## config.mk

```make
export PLATFORM = sky130hd
export DESIGN_NAME = columnCounter
export DESIGN_NICKNAME = d
export VERILOG_FILES = /design/src/verilog/convTypesPkg.sv /design/src/verilog/columnCounter.sv
export SDC_FILE = /design/constraint.sdc
export NUM_CORES = 1
export LEC_CHECK = 0
export BUFFER_PORTS_ARGS = -buffer_cell sky130_fd_sc_hd__clkbuf_2
export CORE_MARGIN = 2
export CORE_UTILIZATION = 39
export CTS_BUF_LIST = sky130_fd_sc_hd__clkbuf_8 sky130_fd_sc_hd__clkbuf_16
export DETAILED_ROUTE_END_ITERATION = 12
export GPL_ROUTABILITY_DRIVEN = 0
export PLACE_DENSITY = 0.74
export RECOVER_POWER = 100
export SETUP_SLACK_MARGIN = 0.3
export SLEW_MARGIN = 40
export SYNTH_ARGS = -nofsm -noshare
export SYNTH_HDL_FRONTEND = slang
export SYNTH_SLANG_ARGS = --single-unit
```

## constraint.sdc

```tcl
create_clock -name i_CLK -period 1.3 [get_ports i_CLK]
set_input_delay 0.26 -clock i_CLK [delete_from_list [all_inputs] [get_ports i_CLK]]
set_output_delay 0.26 -clock i_CLK [all_outputs]
set_load 0.01 [all_outputs]
```

## src/verilog/convTypesPkg.sv

```systemverilog
package convTypesPkg;

    // Pixel and coefficient width
    localparam int PIXEL_W = 8;
    // Window is WIN_N columns by WIN_N rows
    localparam int WIN_N = 3;
    // Nine 8x8 products fit in 20 bits
    localparam int ACC_W = 20;
    // Result keeps bits 19 down to 7, so the kernel scale is 128
    localparam int RES_LSB = 7;
    localparam int RES_W = ACC_W - RES_LSB;
    // Up to 1024 image columns
    localparam int ADDR_W = 10;
    localparam int IMG_DEPTH = 1 << ADDR_W;
    // Cycles from an input column to its result strobe
    localparam int MAC_LATENCY = 3;

    // Image column: p0 is row 0 in the top byte
    // As a kernel row, pN is the coefficient at window column N
    typedef struct packed {
        logic [PIXEL_W-1:0] p0;
        logic [PIXEL_W-1:0] p1;
        logic [PIXEL_W-1:0] p2;
    } pixelCol_t;

    typedef struct packed {
        pixelCol_t row0;
        pixelCol_t row1;
        pixelCol_t row2;
    } kernel_t;

    typedef struct packed {
        logic [ADDR_W-1:0] addr;
        logic [RES_W-1:0]  value;
    } convResult_t;

endpackage

```

## src/verilog/columnCounter.sv

```systemverilog
`timescale 1ns/100ps

module columnCounter (
    input  logic                            i_CLK,
    input  logic                            i_rst,
    input  logic                            i_clear,
    input  logic                            i_enable,
    input  logic [convTypesPkg::ADDR_W-1:0] i_lastValue,
    output logic [convTypesPkg::ADDR_W-1:0] o_addr,
    output logic                            o_last
);
    import convTypesPkg::*;

    // Clear wins over enable
    always_ff @(posedge i_CLK) begin
        if (i_rst || i_clear) begin
            o_addr <= '0;
        end else if (i_enable) begin
            o_addr <= o_addr + ADDR_W'(1);
        end
    end

    // High while the current address is the final column
    assign o_last = (o_addr == i_lastValue);

endmodule

```

==> run summary <==
CP Launch Type -> flop
Yosys top cell area share -> 36.2%
Maximum VDD drop -> 0.619 mV
Period utilization -> 120%
Cts hold-fix bufs -> 0
Final min period -> 1.56 ns
Cell variety after synth -> 20
Largest registers -> o_addr x10
Drt total wl -> 2340 um
Max FFs per register -> 10
Fillers -> 64
Clk slew on worst S/H paths -> 0.05 ns
Post-route DRC violation count -> 0
Worst-case clock buffer depth -> 2
I/O Buffers -> 24
Crit Path Class -> reg -> out
Power density over cell area -> 628 nW/um^2
Synth top area cells -> dfxtp_1 36%, xnor2_1 16%, xor2_1 6.3%
Adder-cell share of the synthesized area -> 2.26%
Syn avg cell area -> 8.64 um^2
Failing checks -> negative setup slack
Max FO, Critical Path -> 2
Mux contribution to synthesized area -> 3.62%
Post-synthesis simple-gate area fraction -> 24.7%
Area Growth Syn to Fin -> 114%
Via Count -> 711
Starting density of the core -> 42.0%
CP required -> 1.04 ns
CTS root buffer -> clkbuf_8
Fin nets -> 131
Final setup skew -> 0.00938 ns
Post-route cell area -> 1180 um^2
Yosys warns -> 0
Fin. Hold Viols -> 0
Layout cells sized above 1 -> 69.6%
Gr usage total -> 20.9%
Worst slew margin -> 71.6%
Final Max Slew Viols -> 0
Rows -> 13
DR pass1 iterations -> 4
Synthesized flop and latch total -> 10
Finish-stage setup viols -> 8
CORE AREA -> 1320 um^2
Status -> complete, but fails checks
Fin util -> 89.8%
Antenna violations before repair -> 0
Htree depth -> 1
Final WS setup -> -0.257 ns
Total CTS buffers -> 3
Top Ports -> 25
CTS tree -> done
Post-route ant nets -> 0
HP Class -> in -> reg
Die area -> 1740 um^2
Post-placement worst setup slack -> -0.0373 ns
Seq/Total Area, Yosys -> 36.2%
Post-synthesis cell count -> 64
Post-synth net total -> 79
Sink Count -> 10
Arr. time, crit path -> 1.30 ns
Die W -> 41.7 um
Ant. Diodes -> 0
Clk_lat worst skew -> 0.25 ns
MaxCap Viol Count -> 0
Post-synthesis xor/xnor area fraction -> 22.2%
Vias in the first global route -> 620
Max Freq -> 642 MHz
Largest family of logic cells by synthesized area -> simple AND/OR/NAND/NOR gates
Drt via density -> 5.47
Biggest register -> o_addr
Leakage -> 0.000510 uW
Compound-gate portion of the synthesized area -> 8.14%
1st-iter DRT viols -> 7
Die height -> 41.7 um
Synth area leader -> dfxtp_1
Dpl cell area -> 790 um^2
RSZ-0062 raised after global routing -> yes
Global route total overflow -> 0
First-pass GRT wire length -> 2660 um
Pin count of the biggest net entering global routing -> 10
Slew @ Worst Pin -> 0.423 ns
Syn Std Cell Area -> 553 um^2
Wire per inst -> 18.0 um
Crit. End Element -> output port
Post-DP HPWL -> 1060 um
worst paths after layout:
path / start / to / slack (ns) / cells after the start
max: o_addr[3] / o_last / -0.26 / 4
min: i_rst / o_addr[9] / 0.35 / 3
max reg2reg: o_addr[5] / o_addr[9] / -0.18 / 4
min reg2reg: o_addr[8] / o_addr[8] / 0.57 / 2
what timing repair did:
item | 4_1_cts | 5_1_grt
pin swaps | 9 | 10
buffers inserted | 10 | 11
resized for setup | 16 | 33
setup endpoints to repair | 17 | 20
cells by family after synthesis:
logic type	Yosys count
buf+inv	4
simple gates	25
xor+xnor	14
mux	2
compound gates	8
flops	10
fa+ha+maj	1
worst max-delay path: stages, from the launching register on:
cell     delay [ns]
dfxtp_4        0.35
xnor2_1        0.19
nand4_1        0.19
nor4_4         0.16
buf_2          0.16
per-layer routing:
layer	global-route usage [%]	part of all wire, %	up-vias
li1	-	-	331
met1	25.9	40	341
met2	33.4	53	32
met3	5.65	4.9	7
met4	9.68	2.6	0
met5	0	0	-
layout make-up:
type / instances / area, um^2 / area share, %
clock inverters: 1 / 3.75 / 0.317
clock buffers: 3 / 41.3 / 3.49
well taps: 15 / 18.8 / 1.59
multi-input cells: 50 / 470 / 39.7
inverters: 2 / 7.51 / 0.634
flip-flops and latches: 10 / 229 / 19.3
repair buffers: 49 / 413 / 34.9
where the power goes:
part	internal, uW	switching (uW)	total (uW)
Combinational	54.4	48.0	102
Clock	208	134	342
Sequential	296	2.90	299
cell usage in the layout (no fill, tap or decap):
cell type	Yosys	routed
mux2i_1	2	2
nand3_4	0	1
buf_2	1	1
clkbuf_2	0	14
nor2_1	6	6
or3_1	3	3
ha_4	0	1
inv_1	2	2
dfxtp_1	10	1
nand2_4	0	1
buf_4	0	10
xor2_2	0	1
clkbuf_8	0	3
o21ai_0	2	1
xnor2_1	10	4
xor2_1	4	3
or2_2	1	1
dfxtp_2	0	2
a21oi_2	0	3
o31ai_1	2	2
nand4_1	5	5
a21oi_1	4	1
or4_4	0	2
nand3_2	1	1
inv_2	0	1
xnor2_2	0	6
nand2_1	4	3
buf_6	0	23
clkbuf_1	1	1
o21ai_1	0	1
dfxtp_4	0	7
nor4_4	0	2
through the flow:
stage	std cells	TNS (ns)	power [uW]	hold WS, ns
after floorplan	64	0	346	0.423
after global placement	105	-0.0122	373	0.495
after detailed placement	105	-0.0373	375	0.515
after CTS	119	-0.286	723	0.315
after global routing	130	-1.23	765	0.360
final	130	-0.933	744	0.349
cells in the mapped netlist:
cell      number
a21oi_1        4
buf_2          1
clkbuf_1       1
dfxtp_1       10
ha_1           1
inv_1          2
mux2i_1        2
nand2_1        4
nand3_1        1
nand3_2        1
nand4_1        5
nor2_1         6
nor4_1         2
o21ai_0        2
o31ai_1        2
or2_2          1
or3_1          3
or4_1          2
xnor2_1       10
xor2_1         4
Note: power is estimated with default switching activity, not from simulation.
