<file path="src/verilog/convTypesPkg.sv">
package convTypesPkg;

    // Pixel and coefficient width
    localparam int PIXEL_W = 8;
    // Window is WIN_N columns by WIN_N rows
    localparam int WIN_N = 3;
    // Nine 8x8 products fit in 20 bits
    localparam int ACC_W = 20;
    // Result keeps bits 19 down to 7, so the kernel scale is 128
    localparam int RES_LSB = 7;
    localparam int RES_W = ACC_W - RES_LSB;
    // Up to 1024 image columns
    localparam int ADDR_W = 10;
    localparam int IMG_DEPTH = 1 << ADDR_W;
    // Cycles from an input column to its result strobe
    localparam int MAC_LATENCY = 3;

    // Image column: p0 is row 0 in the top byte
    // As a kernel row, pN is the coefficient at window column N
    typedef struct packed {
        logic [PIXEL_W-1:0] p0;
        logic [PIXEL_W-1:0] p1;
        logic [PIXEL_W-1:0] p2;
    } pixelCol_t;

    typedef struct packed {
        pixelCol_t row0;
        pixelCol_t row1;
        pixelCol_t row2;
    } kernel_t;

    typedef struct packed {
        logic [ADDR_W-1:0] addr;
        logic [RES_W-1:0]  value;
    } convResult_t;

endpackage

</file>
<file path="src/verilog/hostCmdPkg.sv">
package hostCmdPkg;

    // Opcode field of the GPIO port
    localparam int OP_W = 3;

    localparam logic [OP_W-1:0] OP_KERNEL_LOAD = 3'd0;
    localparam logic [OP_W-1:0] OP_SIZE_LOAD   = 3'd1;
    localparam logic [OP_W-1:0] OP_IMG_LOAD    = 3'd2;
    localparam logic [OP_W-1:0] OP_DATA_REQ    = 3'd3;
    localparam logic [OP_W-1:0] OP_RUN         = 3'd4;
    // Codes 5 to 7 have no effect

    localparam int HOST_DATA_W = 24;
    localparam int HOST_READ_W = 32;
    // End-of-process flag in the readback word
    localparam int EOP_BIT = 31;

    // Decoded command, strobe is high for one cycle per valid edge
    typedef struct packed {
        logic [OP_W-1:0]        op;
        logic [HOST_DATA_W-1:0] data;
        logic                   strobe;
    } hostCmd_t;

endpackage

</file>
<file path="src/verilog/convSequencer.sv">
`timescale 1ns/100ps

module convSequencer (
    input  logic                 i_CLK,
    input  logic                 i_rst,
    input  hostCmdPkg::hostCmd_t i_cmd,
    input  logic                 i_lastCol,
    output logic                 o_cntClear,
    output logic                 o_cntEnable,
    output logic                 o_imgWrite,
    output logic                 o_imgRead,
    output logic                 o_resRead,
    output logic                 o_macEnable,
    output logic                 o_macClear,
    output logic                 o_running,
    output logic                 o_eop
);
    import convTypesPkg::*;
    import hostCmdPkg::*;

    typedef enum logic [2:0] {
        IDLE,
        LOADING,
        RUNNING,
        DRAIN,
        DONE
    } seqState_t;

    seqState_t state;
    logic [$clog2(MAC_LATENCY+1)-1:0] drainCnt;
    logic acceptCmd;

    assign o_running = (state == RUNNING) || (state == DRAIN);
    assign o_eop     = (state == DONE);
    // Host commands outside the run phase
    assign acceptCmd = i_cmd.strobe && !o_running;

    always_ff @(posedge i_CLK) begin
        if (i_rst) begin
            state       <= IDLE;
            drainCnt    <= '0;
            o_cntClear  <= 1'b0;
            o_cntEnable <= 1'b0;
            o_imgWrite  <= 1'b0;
            o_imgRead   <= 1'b0;
            o_resRead   <= 1'b0;
            o_macEnable <= 1'b0;
            o_macClear  <= 1'b0;
        end else begin
            // Single-cycle pulses by default
            o_cntClear  <= 1'b0;
            o_cntEnable <= 1'b0;
            o_imgWrite  <= 1'b0;
            o_imgRead   <= 1'b0;
            o_macClear  <= 1'b0;
            // Readback is served in every state
            o_resRead   <= i_cmd.strobe && (i_cmd.op == OP_DATA_REQ);
            // Image RAM read data arrives one cycle after the read
            o_macEnable <= o_imgRead;
            case (state)
                RUNNING: begin
                    // Last column already requested
                    if (o_imgRead && i_lastCol) begin
                        drainCnt <= '0;
                        state    <= DRAIN;
                    end else begin
                        o_imgRead   <= 1'b1;
                        o_cntEnable <= 1'b1;
                    end
                end
                DRAIN: begin
                    // Let the MAC pipeline empty
                    if (drainCnt == MAC_LATENCY) begin
                        state <= DONE;
                    end else begin
                        drainCnt <= drainCnt + 1'b1;
                    end
                end
                default: begin
                    if (acceptCmd) begin
                        case (i_cmd.op)
                            OP_KERNEL_LOAD: state <= IDLE;
                            OP_SIZE_LOAD: begin
                                o_cntClear <= 1'b1;
                                state      <= LOADING;
                            end
                            // Write at the current address, then advance
                            OP_IMG_LOAD: begin
                                o_imgWrite  <= 1'b1;
                                o_cntEnable <= 1'b1;
                                state       <= LOADING;
                            end
                            // A finished run waits for a load first
                            OP_RUN: begin
                                if (state != DONE) begin
                                    o_cntClear <= 1'b1;
                                    o_macClear <= 1'b1;
                                    state      <= RUNNING;
                                end
                            end
                            default: begin
                            end
                        endcase
                    end
                end
            endcase
        end
    end

endmodule

</file>
<file path="config.mk">
export PLATFORM = sky130hd
export DESIGN_NAME = convSequencer
export DESIGN_NICKNAME = d
export VERILOG_FILES = /design/src/verilog/convTypesPkg.sv /design/src/verilog/hostCmdPkg.sv /design/src/verilog/convSequencer.sv
export SDC_FILE = /design/constraint.sdc
export NUM_CORES = 1
export LEC_CHECK = 0
export ABC_AREA = 1
export BUFFER_PORTS_ARGS = -buffer_cell sky130_fd_sc_hd__buf_4
export CORE_MARGIN = 2
export CORE_UTILIZATION = 39
export DETAILED_ROUTE_END_ITERATION = 16
export MAX_ROUTING_LAYER = met4
export PLACE_DENSITY = 0.86
export REMOVE_ABC_BUFFERS = 1
export SETUP_SLACK_MARGIN = 0.02
export SKIP_LAST_GASP = 1
export SLEW_MARGIN = 15
export SYNTH_ARGS = -nofsm -noshare
export SYNTH_HDL_FRONTEND = slang
export SYNTH_SLANG_ARGS = --single-unit
</file>
<file path="constraint.sdc">
create_clock -name i_CLK -period 1.36 [get_ports i_CLK]
set_input_delay 0.204 -clock i_CLK [delete_from_list [all_inputs] [get_ports i_CLK]]
set_output_delay 0.204 -clock i_CLK [all_outputs]
set_load 0.02 [all_outputs]
</file>
==> flow_summary.toml <==
[hold_path]
hold_class = "in2reg"
hp-start = "i_rst"

[layout]
instances_no_fill = 114
largest_register_ff_count = 3
nets = 132
area_delta_synth_final_pct = 30.1
drive_above_1_share_pct = 33.3
antennaDiodeCount = 0
regMostFlops = "state"
top_regs = "state x3, drainCnt x2"

[timing]
max_freq_ghz = 0.787
setup_tns_ns = 0
setup_violations = 0
period_needed_ns = 1.27
skew_ns = 0.00433
slew_viol_final = 0
post-route-period-util_pct = 93.4
hold_viol = 0
worst_pin_slew_ns = 0.219
slew-limit-headroom_pct = 85.4
rsz0062_at_grt = "no"

[yosys]
ys_seq_area_share_pct = 40.9
synth_largest_area_cell = "dfxtp_1"
synth_top_area_share_pct = 40.9
ys_warn_count = 0
syn_inst = 81
yosys.cell_types.count = 19
netlist_area_sq_um = 587
ys_top_cells_by_area = "dfxtp_1 (41%), nand2_1 (12%), nand3_1 (7.7%), inv_1 (6.4%), nor2_1 (6.4%)"
syn_avg_cell_area_sq_um = 7.24
ys_ff_latch = 12

[worst_setup_path]
crit_start = "state[2]"
slowest_delay_ns = 0.42
worstSetupStartpointType = "flop"
cp-end-kind = "output port"
crit_slowest_cell = "dfxtp_2"
cp.required_ns = 1.16
crit_type = "reg2out"
timing.rr.start = "state[1]"
path_cells = "nand2_1 > nor2_1 > buf_4"
arrival_ns = 1.07
crit_family = "flip-flops"
path_max_fanout = 6
crit_buf_inv = 1

[power_and_ir_drop]
p_int_uw = 618
powerDensity_nw_per_um2 = 1160
p_leak_nw = 0.354
max-vdd-ir-drop_uv = 663
pwr-share-seq_pct = 43.9
power_frac_clock_pct = 32.1
p_sw_share_pct = 30.4
combPwrFrac_pct = 24.0
switchingPower_uw = 270

[grt]
grt_pass1_wl_um = 2030
track_usage_pct = 15.6
antenna_found_initial = 0
globalRouteOverflowTotal = 0
grt_pass1_vias = 511
grt_max_degree = 9

[die]
io_pins = 40
start_util_pct = 43.5
core_area_sq_um = 1350
fp.dieW_um = 42.8
rows = 13
die_height_um = 42.8
dieArea_sq_um = 1830

[cts]
cts_buffers = 3
insertion_delay_ns = 0.28
clk_path_buf_depth = 2
root_buffer = "clkbuf_4"
cts_sinks = 12
clk_pin_slew_ns = 0.08
cts-htree-levels = 1
cts_hold_buf = 0
cts_resized = 1
cts_tree = "done"
post_cts_buffers = 0

[placed_design]
routabilityCongestion = 0.804
portBuffers = 15
hpwl_um = 968
dp_cells = 110

[detailed_routing]
dr.first_iter.drc_count = 28
drc_errors = 0
drt_wl_total_um = 1300
firstDrtPassIters = 4
final_antenna_net_count = 0
wl_per_cell_um = 11.4
vias = 601
vias_per_cell = 5.27

[flow_run]
drv_cap = 0

[outcome]
status = "complete, no violations"
## synth_stat cells (all sizes together)
cell type,n
o22ai,1
nor3,1
o21ai,4
o211a,1
ha,1
a21oi,4
dfxtp,12
clkbuf,1
nor2,13
nand3,11
nand2,19
nand4,1
inv,12
## stage by stage
step	setup slack, ns	instance area (sq um)	hold slack (ns)	total power [mW]	util [%]
after floorplan	0.106	583	0.266	0.534	-
after global placement	0.166	714	0.430	0.593	52.9
after detailed placement	0.111	714	0.436	0.601	52.9
after CTS	0.0491	752	0.133	0.891	55.7
after global routing	0.0525	763	0.132	0.939	56.5
final	0.0898	763	0.133	0.888	56.5
## worst paths after layout
path                                    end  slack (ns)  depth (start not counted)
worst max register to register     state[0]        0.19                          8
worst min register to register  o_macEnable        0.44                          2
worst max-delay path                  o_eop        0.09                          3
worst min-delay path               state[2]        0.13                          2
## logic make-up (layout without fill, tap and decap cells)
logic type,after synthesis,count (layout),synth area share (%)
AOI/OAI and AO/OA,10,10,10.9
adders and majority gates,1,1,2.13
buffers and inverters,13,31,8.32
DFF,12,12,40.9
and+or+nand+nor,45,45,37.7
## power groups by stage
stage | registers [mW] | clock network, mW | logic, mW
2_1_floorplan | 0.406 | 0 | 0.128
3_3_place_gp | 0.394 | 0 | 0.199
3_5_place_dp | 0.397 | 0 | 0.204
4_1_cts | 0.389 | 0.294 | 0.208
5_1_grt | 0.393 | 0.312 | 0.234
6_report | 0.390 | 0.285 | 0.213
## routing by layer
layer	vias up	global-route usage (%)	part of all wire (%)	wire length (um)
met1	280	15.7	41	532
met5	-	-	0	0
li1	294	-	-	-
met4	0	11.9	1.0	13
met3	2	4.26	9.7	126
met2	25	25.5	48	631
## layout make-up
cell class                      count  area, sq um
Multi-Input combinational cell     56          308
Tap cell                           15         18.8
Fill cell                         121          587
Sequential cell                    12          243
Timing Repair Buffer               15          113
Clock buffer                        4         36.3
Inverter                           12         45.0
## cells in the final DEF, fill, tap and decap left out, drive strengths merged
cell type  Yosys  final
nor2          13     13
nand4          1      1
buf            0     15
ha             1      1
inv           12     12
nor3           1      1
o21ai          4      4
clkbuf         1      4
nand2         19     19
a21oi          4      4
o22ai          1      1
o211a          1      1
nand3         11     11
dfxtp         12     12
(Power assumes the default switching activity.)
