**src/verilog/convTypesPkg.sv**
```systemverilog
package convTypesPkg;

    // Pixel and coefficient width
    localparam int PIXEL_W = 8;
    // Window is WIN_N columns by WIN_N rows
    localparam int WIN_N = 3;
    // Nine 8x8 products fit in 20 bits
    localparam int ACC_W = 20;
    // Result keeps bits 19 down to 7, so the kernel scale is 128
    localparam int RES_LSB = 7;
    localparam int RES_W = ACC_W - RES_LSB;
    // Up to 1024 image columns
    localparam int ADDR_W = 10;
    localparam int IMG_DEPTH = 1 << ADDR_W;
    // Cycles from an input column to its result strobe
    localparam int MAC_LATENCY = 3;

    // Image column: p0 is row 0 in the top byte
    // As a kernel row, pN is the coefficient at window column N
    typedef struct packed {
        logic [PIXEL_W-1:0] p0;
        logic [PIXEL_W-1:0] p1;
        logic [PIXEL_W-1:0] p2;
    } pixelCol_t;

    typedef struct packed {
        pixelCol_t row0;
        pixelCol_t row1;
        pixelCol_t row2;
    } kernel_t;

    typedef struct packed {
        logic [ADDR_W-1:0] addr;
        logic [RES_W-1:0]  value;
    } convResult_t;

endpackage

```
**src/verilog/hostCmdPkg.sv**
```systemverilog
package hostCmdPkg;

    // Opcode field of the GPIO port
    localparam int OP_W = 3;

    localparam logic [OP_W-1:0] OP_KERNEL_LOAD = 3'd0;
    localparam logic [OP_W-1:0] OP_SIZE_LOAD   = 3'd1;
    localparam logic [OP_W-1:0] OP_IMG_LOAD    = 3'd2;
    localparam logic [OP_W-1:0] OP_DATA_REQ    = 3'd3;
    localparam logic [OP_W-1:0] OP_RUN         = 3'd4;
    // Codes 5 to 7 have no effect

    localparam int HOST_DATA_W = 24;
    localparam int HOST_READ_W = 32;
    // End-of-process flag in the readback word
    localparam int EOP_BIT = 31;

    // Decoded command, strobe is high for one cycle per valid edge
    typedef struct packed {
        logic [OP_W-1:0]        op;
        logic [HOST_DATA_W-1:0] data;
        logic                   strobe;
    } hostCmd_t;

endpackage

```
**src/verilog/hostCommandDecoder.sv**
```systemverilog
`timescale 1ns/100ps

module hostCommandDecoder (
    input  logic                               i_CLK,
    input  logic                               i_rst,
    input  logic [hostCmdPkg::HOST_DATA_W-1:0] i_hostData,
    input  logic [hostCmdPkg::OP_W-1:0]        i_hostOp,
    input  logic                               i_hostValid,
    input  logic                               i_running,
    input  logic                               i_eop,
    input  convTypesPkg::convResult_t          i_resRead,
    output hostCmdPkg::hostCmd_t               o_cmd,
    output convTypesPkg::kernel_t              o_kernel,
    output logic [convTypesPkg::ADDR_W-1:0]    o_imgLength,
    output logic [hostCmdPkg::HOST_READ_W-1:0] o_hostRead
);
    import convTypesPkg::*;
    import hostCmdPkg::*;

    // Port sampled once
    logic [HOST_DATA_W-1:0] dataQ;
    logic [OP_W-1:0]        opQ;
    logic                   validQ;
    logic                   validPrev;
    logic                   validEdge;
    // Data request strobe delayed to meet the registered RAM read
    logic [1:0]             reqDelay;
    logic [RES_W-1:0]       resValue;

    // Only a rising level counts, holding valid high does not repeat
    assign validEdge = validQ && !validPrev;

    always_ff @(posedge i_CLK) begin
        if (i_rst) begin
            opQ         <= '0;
            validQ      <= 1'b0;
            validPrev   <= 1'b0;
            o_cmd       <= '0;
            o_kernel    <= '0;
            o_imgLength <= '0;
            reqDelay    <= '0;
            resValue    <= '0;
        end else begin
            opQ          <= i_hostOp;
            validQ       <= i_hostValid;
            validPrev    <= validQ;
            o_cmd.strobe <= validEdge;
            // Op and data held until the next command
            if (validEdge) begin
                o_cmd.op   <= opQ;
                o_cmd.data <= dataQ;
            end
            // Loads are dropped while the engine runs
            if (validEdge && !i_running) begin
                case (opQ)
                    // Rows move up, new row enters row 2
                    OP_KERNEL_LOAD: begin
                        o_kernel <= {o_kernel.row1, o_kernel.row2, pixelCol_t'(dataQ)};
                    end
                    OP_SIZE_LOAD: begin
                        o_imgLength <= dataQ[ADDR_W-1:0];
                    end
                    default: begin
                    end
                endcase
            end
            reqDelay <= {reqDelay[0], o_cmd.strobe && (o_cmd.op == OP_DATA_REQ)};
            // Result buffer output is valid here
            if (reqDelay[1]) begin
                resValue <= i_resRead.value;
            end
        end
    end

    // Payload register
    always_ff @(posedge i_CLK) begin
        dataQ <= i_hostData;
    end

    // Readback word: EOP on top, result in the low bits
    always_comb begin
        o_hostRead = '0;
        o_hostRead[EOP_BIT] = i_eop;
        o_hostRead[RES_W-1:0] = resValue;
    end

endmodule

```
**config.mk**
```make
export PLATFORM = sky130hd
export DESIGN_NAME = hostCommandDecoder
export DESIGN_NICKNAME = d
export VERILOG_FILES = /design/src/verilog/convTypesPkg.sv /design/src/verilog/hostCmdPkg.sv /design/src/verilog/hostCommandDecoder.sv
export SDC_FILE = /design/constraint.sdc
export NUM_CORES = 1
export LEC_CHECK = 0
export BUFFER_PORTS_ARGS = -buffer_cell sky130_fd_sc_hd__buf_4
export CAP_MARGIN = 20
export CORE_AREA = 4 4 122 124
export DETAILED_ROUTE_END_ITERATION = 8
export DIE_AREA = 0 0 126 128
export PLACE_DENSITY = 0.7
export SKIP_CTS_REPAIR_TIMING = 1
export SLEW_MARGIN = 15
export SYNTH_ARGS = -nofsm -noshare
export SYNTH_HDL_FRONTEND = slang
export SYNTH_SLANG_ARGS = --single-unit
```
**constraint.sdc**
```tcl
create_clock -name i_CLK -period 1.6 [get_ports i_CLK]
set_input_delay 0.24 -clock i_CLK [delete_from_list [all_inputs] [get_ports i_CLK]]
set_output_delay 0.24 -clock i_CLK [all_outputs]
set_load 0.01 [all_outputs]
```
==> flow_metrics.tcl <==
set metrics [dict create \
    end_kind "flop" \
    wl_um 13600 \
    numCtsBuffers 17 \
    yosys-top-cells-count "154 x dfxtp_1, 107 x nand2b_1, 95 x mux2i_1" \
    grt_pass1_vias 3891 \
    drc 0 \
    p_clk_frac 0.485 \
    vdd_drop_max_mv 0.635 \
    synth_edf_count 0 \
    syn_to_final_growth_pct 42.6 \
    synth-seq-area-share 0.552 \
    dominantRegCellSynth "dfxtp_1" \
    firstDrtPassIters 4 \
    ios 197 \
    setup_tns_ns -0.544 \
    cp_cell_sequence "or4_4 > nor2_8 > buf_12 > clkbuf_16 > mux2i_1" \
    synthMostInstantiatedCell "dfxtp_1" \
    swShare 0.208 \
    path_class "flop to flop" \
    post_drt_wl_per_cell_um 15.1 \
    yosysTopAreaCellShare 0.552 \
    fillers 1164 \
    arrival_ns 1.99 \
    seqPwrFrac 0.453 \
    multiInputGateArea_um2 2190 \
    net-switching-power_mw 1.82 \
    fin_util 0.578 \
    fmax_mhz 605 \
    cts_tree "yes" \
    setup_violations 31 \
    initial_core_util 0.406 \
    drive_gt1_frac 0.305 \
    final_antenna_net_count 0 \
    yosysWarnings 0 \
    vias 4059 \
    cts_max_level 4 \
    port_buffers 166 \
    rsz0062_at_grt "true" \
    drt_iter0_markers 200 \
    pwr-share-comb 0.063 \
    drv_cap 0 \
    synth_area_leaders "dfxtp_1 55%, mux2i_1 17%, nand2b_1 12%, nand2_1 3.7%, buf_4 2.6%" \
    fin_nets 766 \
    core.rowCount 43 \
    p_int_mw 6.95 \
    avgSynthCellArea_um2 10.8 \
    whs_ns 0.0440 \
    p_leak_nw 3.34 \
    period_share 1.03 \
    yosys.area.top_type "dfxtp_1" \
    grt_pass1_wl_um 20100 \
    core_um2 13800 \
    grt_max_degree 69 \
    avgViaCountPerCell 4.49 \
    routabilityCongestion 0.796 \
    antenna_cells 0 \
    clockBufferDepth 2 \
    dp_slack_ns -0.0122 \
    finalClockSkew_ns 0.00782 \
    status "complete, but fails checks" \
    hpwlAfterDp_um 9220 \
    required_ns 1.94 \
    antenna_found_initial 0 \
    netlist_area_um2 5590 \
    finalHoldViolCount 0 \
    dieArea_um2 16100 \
    clock-sinks 154 \
    cts_root_buf "clkbuf_16" \
    min_path_type "input port to flop" \
    violations "negative setup slack" \
    clk_latency_ns 0.42 \
    p_per_area_nw_per_um2 1100 \
    ys_ff_latch 154 \
    grt-ovfl-total 0 \
    grt_use_total 0.158 \
    min_period_ns 1.65 \
    synth.distinct_cells 17 \
    layout_setup_ws_ns -0.0523 \
    worstSetupStartpointType "flop" \
    cp_max_fo 12 \
    chipWidth_um 126 \
    p_total_mw 8.77 \
    synth_cells 516 \
    maxSlewViolCount 0 \
    die_y_um 128 \
    path_clk_slew_ns 0.06 \
    crit_slowest_cell "or4_4" \
    max_stage_delay_ns 0.55 \
    seq_area_um2 3080 \
    ys_async_sr_fraction 0 \
]
==> routing by layer <==
layer | vias up | track usage | part of all wire | wire (um)
met1 | 1892 | 0.192 | 0.43 | 5920
met5 | - | 0 | 0 | 0
met4 | 0 | 0.0719 | 0.019 | 260
li1 | 2038 | - | - | -
met2 | 107 | 0.260 | 0.50 | 6870
met3 | 22 | 0.0454 | 0.043 | 593
==> power by group through the flow <==
stage                     Combinational [mW]  Clock [mW]  Sequential [mW]
after floorplan                        0.281           0             4.06
after global placement                 0.466           0             4.05
after detailed placement               0.474           0             4.05
after CTS                              0.475        4.34             3.97
after global routing                   0.595        4.52             3.98
final                                  0.548        4.25             3.97
==> area by class of cell <==
cell class                      instances  area share
Sequential cell                       154       0.387
Multi-Input combinational cell        328       0.275
Timing Repair Buffer                  210       0.230
Clock buffer                           21      0.0591
Tap cell                              180      0.0283
Clock inverter                         11      0.0211
==> cell usage in the layout (no fill, tap or decap), types with 14 or more instances in the layout <==
cell           synthesis  layout
dlygate4sd3_1          0      24
nand2_1               55      55
clkbuf_16              0      23
nand2b_1             107     107
conb_1                 1      18
dfxtp_1              154     154
buf_4                 19     173
nor2_1                14      14
mux2i_1               95      94
a21oi_1               27      27
==> metrics by stage <==
stage | cells | cell area [um2]
2_1_floorplan | 533 | 5650
3_3_place_gp | 840 | 6890
3_5_place_dp | 840 | 6890
4_1_cts | 872 | 7530
5_1_grt | 904 | 7960
6_report | 904 | 7960
==> worst paths after layout <==
kind | startpoint | endpoint | slack (ns) | depth (start not counted)
hold / removal | i_hostOp[0] | opQ[0] | 0.04 | 2
setup reg to reg | opQ[0] | o_kernel[17] | -0.05 | 5
hold reg to reg | reqDelay[0] | reqDelay[1] | 0.45 | 1
setup / recovery | opQ[0] | o_kernel[17] | -0.05 | 5
==> registers in the layout (all words and copies together), names as in the netlist <==
| signal | cells |
|---|---|
| o_kernel | 72 |
| o_cmd | 28 |
| dataQ | 24 |
| resValue | 13 |
| o_imgLength | 10 |
| opQ | 3 |
| reqDelay | 2 |
| validPrev | 1 |
| validQ | 1 |
==> cells by family (layout without fill, tap and decap cells) <==
logic type / after synthesis / in the layout / share of synthesized area
AO/OA/AOI/OAI: 27 / 27 / 0.0242
flip-flops: 154 / 154 / 0.552
multiplexers: 95 / 95 / 0.170
AND/OR/NAND/NOR: 188 / 188 / 0.184
other: 1 / 18 / 0.000671
buffers and inverters: 51 / 242 / 0.0690
==> critical path: cells and delay by family, from the launching register on <==
kind,cells,cell delay (ns)
buffers and inverters,2,0.34
flip-flops,1,0.31
multiplexers,1,0.19
AND/OR/NAND/NOR,2,0.73
Note: power is estimated with default switching activity, not from simulation.
