--- src/verilog/convTypesPkg.sv ---
package convTypesPkg;

    // Pixel and coefficient width
    localparam int PIXEL_W = 8;
    // Window is WIN_N columns by WIN_N rows
    localparam int WIN_N = 3;
    // Nine 8x8 products fit in 20 bits
    localparam int ACC_W = 20;
    // Result keeps bits 19 down to 7, so the kernel scale is 128
    localparam int RES_LSB = 7;
    localparam int RES_W = ACC_W - RES_LSB;
    // Up to 1024 image columns
    localparam int ADDR_W = 10;
    localparam int IMG_DEPTH = 1 << ADDR_W;
    // Cycles from an input column to its result strobe
    localparam int MAC_LATENCY = 3;

    // Image column: p0 is row 0 in the top byte
    // As a kernel row, pN is the coefficient at window column N
    typedef struct packed {
        logic [PIXEL_W-1:0] p0;
        logic [PIXEL_W-1:0] p1;
        logic [PIXEL_W-1:0] p2;
    } pixelCol_t;

    typedef struct packed {
        pixelCol_t row0;
        pixelCol_t row1;
        pixelCol_t row2;
    } kernel_t;

    typedef struct packed {
        logic [ADDR_W-1:0] addr;
        logic [RES_W-1:0]  value;
    } convResult_t;

endpackage

--- src/verilog/convMac.sv ---
`timescale 1ns/100ps

module convMac (
    input  logic                      i_CLK,
    input  logic                      i_rst,
    input  logic                      i_clear,
    input  logic                      i_enable,
    input  convTypesPkg::pixelCol_t   i_column,
    input  convTypesPkg::kernel_t     i_kernel,
    output convTypesPkg::convResult_t o_result,
    output logic                      o_resultValid
);
    import convTypesPkg::*;

    // Window columns 0 and 1, the incoming column is column 2
    pixelCol_t winOld;
    pixelCol_t winMid;
    logic [WIN_N-1:0][WIN_N-1:0][PIXEL_W-1:0] windowArr;
    logic [WIN_N-1:0][WIN_N-1:0][PIXEL_W-1:0] kernelArr;
    // Index of the incoming column since the clear
    logic [ADDR_W-1:0]    colIdx;
    logic [2*PIXEL_W-1:0] prod [WIN_N][WIN_N];
    logic [ACC_W-1:0]     rowSumD [WIN_N];
    logic [ACC_W-1:0]     rowSum [WIN_N];
    logic [ACC_W-1:0]     total;
    logic [1:0]           stageValid;
    logic [ADDR_W-1:0]    stageAddr [2];

    assign windowArr = {winOld, winMid, i_column};
    assign kernelArr = i_kernel;

    always_ff @(posedge i_CLK) begin
        if (i_rst || i_clear) begin
            colIdx        <= '0;
            stageValid    <= '0;
            o_resultValid <= 1'b0;
        end else begin
            if (i_enable) begin
                colIdx <= colIdx + ADDR_W'(1);
            end
            // Window is full from the third column on
            stageValid    <= {stageValid[0], i_enable && (colIdx >= ADDR_W'(WIN_N - 1))};
            o_resultValid <= stageValid[1];
        end
    end

    // Datapath, one stage per clock
    always_ff @(posedge i_CLK) begin
        if (i_enable) begin
            winOld <= winMid;
            winMid <= i_column;
        end
        // Both arrays index top-first, so [r][c] and [c][r] meet
        for (int r = 0; r < WIN_N; r++) begin
            for (int c = 0; c < WIN_N; c++) begin
                prod[r][c] <= kernelArr[r][c] * windowArr[c][r];
            end
        end
        stageAddr[0] <= colIdx - ADDR_W'(WIN_N - 1);
        rowSum       <= rowSumD;
        stageAddr[1] <= stageAddr[0];
        o_result.value <= total[ACC_W-1:RES_LSB];
        o_result.addr  <= stageAddr[1];
    end

    always_comb begin
        total = '0;
        for (int r = 0; r < WIN_N; r++) begin
            rowSumD[r] = '0;
            for (int c = 0; c < WIN_N; c++) begin
                rowSumD[r] += ACC_W'(prod[r][c]);
            end
            // Stage 3 adds the registered row sums
            total += rowSum[r];
        end
    end

endmodule

--- config.mk ---
export PLATFORM = sky130hd
export DESIGN_NAME = convMac
export DESIGN_NICKNAME = d
export VERILOG_FILES = /design/src/verilog/convTypesPkg.sv /design/src/verilog/convMac.sv
export SDC_FILE = /design/constraint.sdc
export NUM_CORES = 2
export LEC_CHECK = 0
export CORE_UTILIZATION = 45
export CTS_BUF_LIST = sky130_fd_sc_hd__clkbuf_4 sky130_fd_sc_hd__clkbuf_8
export DETAILED_ROUTE_END_ITERATION = 8
export DONT_BUFFER_PORTS = 1
export GPL_ROUTABILITY_DRIVEN = 1
export GPL_TIMING_DRIVEN = 0
export PLACE_DENSITY_LB_ADDON = 0.25
export SETUP_SLACK_MARGIN = 0.05
export SKIP_CTS_REPAIR_TIMING = 1
export SLEW_MARGIN = 20
export SYNTH_ARGS = -nofsm -noshare
export SYNTH_HDL_FRONTEND = slang
export SYNTH_SLANG_ARGS = --single-unit
--- constraint.sdc ---
create_clock -name i_CLK -period 5.9 [get_ports i_CLK]
set_input_delay 1.18 -clock i_CLK [delete_from_list [all_inputs] [get_ports i_CLK]]
set_output_delay 1.18 -clock i_CLK [all_outputs]
set_load 0.01 [all_outputs]
==> summary.txt <==
Worst setup path
  – Max incr delay on CP: 0.54 ns
  – Crit path arrival time: ~5.3 ns
  – CP Class: reg -> reg
  – R2R setup slack: about 1.1 ns
  – Critical Path, Cell by Cell: and2_1 -> fa_1 -> fa_1 -> inv_1 -> fa_1 -> fa_1 -> inv_1 -> ha_1 -> o21a_1 -> o31a_1 -> o211ai_2 -> a21oi_1 -> a2111oi_4 -> a21oi_1 -> xnor2_1
  – Data required, critical path: ~6.4 ns
  – Critical path's slowest cell: edfxtp_1
  – CP bufs+invs: 2
  – Worst R2R Start: winOld[10]
  – Delay-heaviest family, CP: adder cells
  – Worst reg2reg path depth: 15
  – FF-to-FF End: prod[1][15]
  – Most used cell, CP: fa_1
  – CP max FO: 8
  – Critical Path Sink Type: flip-flop
  – CP Launch Type: flip-flop

Clocking
  – CTS H-tree depth: 2
  – CTS tree: built
  – Worst skew pair latency: slightly below 0.7 ns
  – CTS clock-pin slew for the worst setup and hold paths: about 0.06 ns
  – Clock sinks: 302
  – Clk buf depth: 3
  – CTS Buf Count: 55
  – CTS Root Cell: clkbuf_8

Yosys
  – Async S/R FF share, synth: 0
  – Post-synth top cells: 493 x inv_1, 456 x and2_1, 407 x ha_1, 377 x fa_1, 254 x dfxtp_1
  – Synth unique cells: 64
  – Syn nets: just under 4,000
  – Synth top area cells: fa_1 25%, ha_1 17%, dfxtp_1 17%
  – Synthesized instance count: approximately 3,000
  – Syn_area_per_cell: 9.95 um^2
  – EDFF count, synth: 48
  – Synth Flop Type: dfxtp_1
  – Post-synth top area cell: fa_1
  – Register area share after synthesis: 0.218
  – Count leader, synth: inv_1
  – Share of Yosys cell area claimed by the top area cell type: 0.252
  – Cell Area, Synth: between 20,000 and 30,000 um^2
  – Warnings from Yosys: 0
  – Synthesis-stage register bit count: approximately 300

STA
  – Max Fclk: 206 MHz
  – Worst-margin pin slew: about 0.51 ns
  – RSZ-0062 raised after global routing: no
  – Setup_tns: 0 ns
  – Worst setup margin: between 1 and 1.5 ns
  – Fin crit share: 0.821
  – Worst Clk Skew: 0.0621 ns
  – Max_slew headroom: 0.655
  – Pins Over Slew Limit: 0
  – WHS: 0.326 ns
  – Final setup fails: 0
  – Fin crit period: approximately 4.8 ns
  – Final hold vios: 0

Die
  – Initial Util: 0.455
  – Num ports: ~120
  – Full die area: around 67,000 um^2
  – Core ar.: between 60,000 and 70,000 um^2
  – Row cnt: 94
  – Die W: between 200 and 300 um
  – Height of the die: about 260 um

Routing
  – Drt first-iter violations: 596
  – DRC errors left: 0
  – Detail Route met3 WL: 2080 um
  – Antenna Nets Post-Route: 0
  – Vias/cell: roughly 5.0
  – Top Metal Used: met5
  – Aggregate routed wire length: around 62,000 um
  – Metal2 WL: between 30,000 and 40,000 um
  – Via Count: roughly 20,000
  – TritonRoute pass-1 iters: 5
  – Metal-1 WL: ~27,000 um
  – Wire length per cell: roughly 16 um

Hold path
  – Worst hold path type: reg -> reg
  – WHS Path Cells: 0
  – HP Start: stageAddr[1][7]
  – Worst Hold End: o_result[20]

Global routing
  – Largest net degree at the start of global routing: 50
  – Grt ovf: 0
  – First-pass GRT wire length: 106,000 um
  – Vias in the first global route: approximately 22,000
  – Overall Global Routing Usage: 0.192
  – Initial antenna violation count: 2

Pwr
  – Power Internal: ~10000 uW
  – Maximum VDD drop: roughly 400 uV
  – Clk pwr share: 0.127
  – Sequential cell fraction of total power: 0.195
  – Pwr/cell area: approximately 560 nW/um^2
  – P_sw: about 8100 uW
  – Logic pwr share: 0.678
  – Net Sw Frac: 0.451
  – Pwr Total: 18,000 uW
  – Leak: between 0.015 and 0.02 uW

Finish
  – Nets: 3,946
  – Sequential standard cell area: roughly 6500 um^2
  – Fillers: around 6,000
  – Footprint of the multi-input gates: 21,500 um^2
  – Final Core Density: 0.491
  – Fraction of layout cells with a size suffix above 1: 0.0518
  – Area grow syn2layout: 7.95%

Status
  – Status: completed

Place
  – Hpwl dp: between 50,000 and 60,000 um
  – Pre-CTS setup slack: about 0.58 ns
  – Count of input and output buffers: 0
  – Gpl congestion: about 0.84

Job
  – Maxcap violations: 0
sequential cells by signal, indices dropped and copies added, names as in the netlist:
name and flops:
winMid 24, winOld 24, stageValid 2, o_result 23, stageAddr 20, rowSum 54, prod 144, colIdx 10
o_resultValid 1
cells in the final DEF, fill, tap and decap left out, types with 13 or more instances in the layout:
cell      synthesis  routed
a21o_1           22      22
a21oi_1         130     130
and2_1          456     456
and3_1           15      15
clkbuf_8          0      64
clkinv_2          0      13
dfxtp_1         254     254
edfxtp_1         48      48
fa_1            377     377
ha_1            407     407
inv_1           493     493
nand2_1         199     199
nand2b_1         14      14
nand3_1          32      32
nor2_1          103     103
nor2b_1          25      25
nor3_1           26      26
o21a_1           41      41
o21ai_0          47      47
xnor2_1         131     131
xor2_1           32      32
worst max-delay path by stage:
stage / start / end / slack, ns / cells past startpoint
floorplan: i_column[20] / prod[2][47] / 0.94 / 15
global placement: i_kernel[43] / prod[1][15] / 0.58 / 15
detailed placement: i_kernel[19] / prod[0][15] / 0.58 / 15
CTS: winOld[10] / prod[1][15] / 1.09 / 15
global route: winOld[10] / prod[1][15] / 0.84 / 15
finish: winOld[10] / prod[1][15] / 1.06 / 15
power groups by stage:
stage | clock [uW] | sequential [uW] | combinational [uW]
after floorplan | 0 | 3330 | 9750
final | 2300 | 3520 | 12200
after global placement | 0 | 3570 | 11900
after CTS | 2390 | 3540 | 12400
after detailed placement | 0 | 3570 | 12200
after global routing | 2470 | 3600 | 14000
cells by family (layout without fill, tap and decap cells):
| logic type | after synthesis | count (layout) | share of synthesized area |
|---|---|---|---|
| AO/OA/AOI/OAI | 343 | 343 | 0.0837 |
| AND/OR/NAND/NOR | 914 | 914 | 0.164 |
| adder cells (fa/ha/maj) | 784 | 784 | 0.423 |
| XOR/XNOR | 164 | 164 | 0.0483 |
| flip-flops | 302 | 302 | 0.218 |
| buffers and inverters | 498 | 601 | 0.0625 |
| other | 0 | 1 | 0 |
layer usage:
metal  vias up  global-route usage
met5         -                   0
met4         2              0.0500
met3        76              0.0307
met2       237               0.339
met1      9866               0.241
li1       9756                   -
area by class of cell:
class,instances,share of cell area
Inverter,493,0.0573
Clock buffer,73,0.0294
Tap cell,864,0.0335
Multi-Input combinational cell,2205,0.666
Sequential cell,302,0.202
Antenna cell,1,0.0000775
Buffer,5,0.000582
Clock inverter,30,0.0107
through the flow:
stage / cells / instance area [um^2]
after floorplan: 3005 / 29900
after global routing: 3973 / 32300
final: 3973 / 32300
after CTS: 3972 / 32300
after detailed placement: 3869 / 31000
after global placement: 3869 / 31000
worst reg2reg max path: stages (launching register included):
cell	delay (ns)
edfxtp_1	0.54
and2_1	0.25
fa_1	0.43
fa_1	0.49
inv_1	0.06
fa_1	0.49
fa_1	0.50
inv_1	0.04
ha_1	0.32
o21a_1	0.20
o31a_1	0.13
o211ai_2	0.18
a21oi_1	0.13
a2111oi_4	0.32
a21oi_1	0.14
xnor2_1	0.44
(Power assumes the default switching activity.)
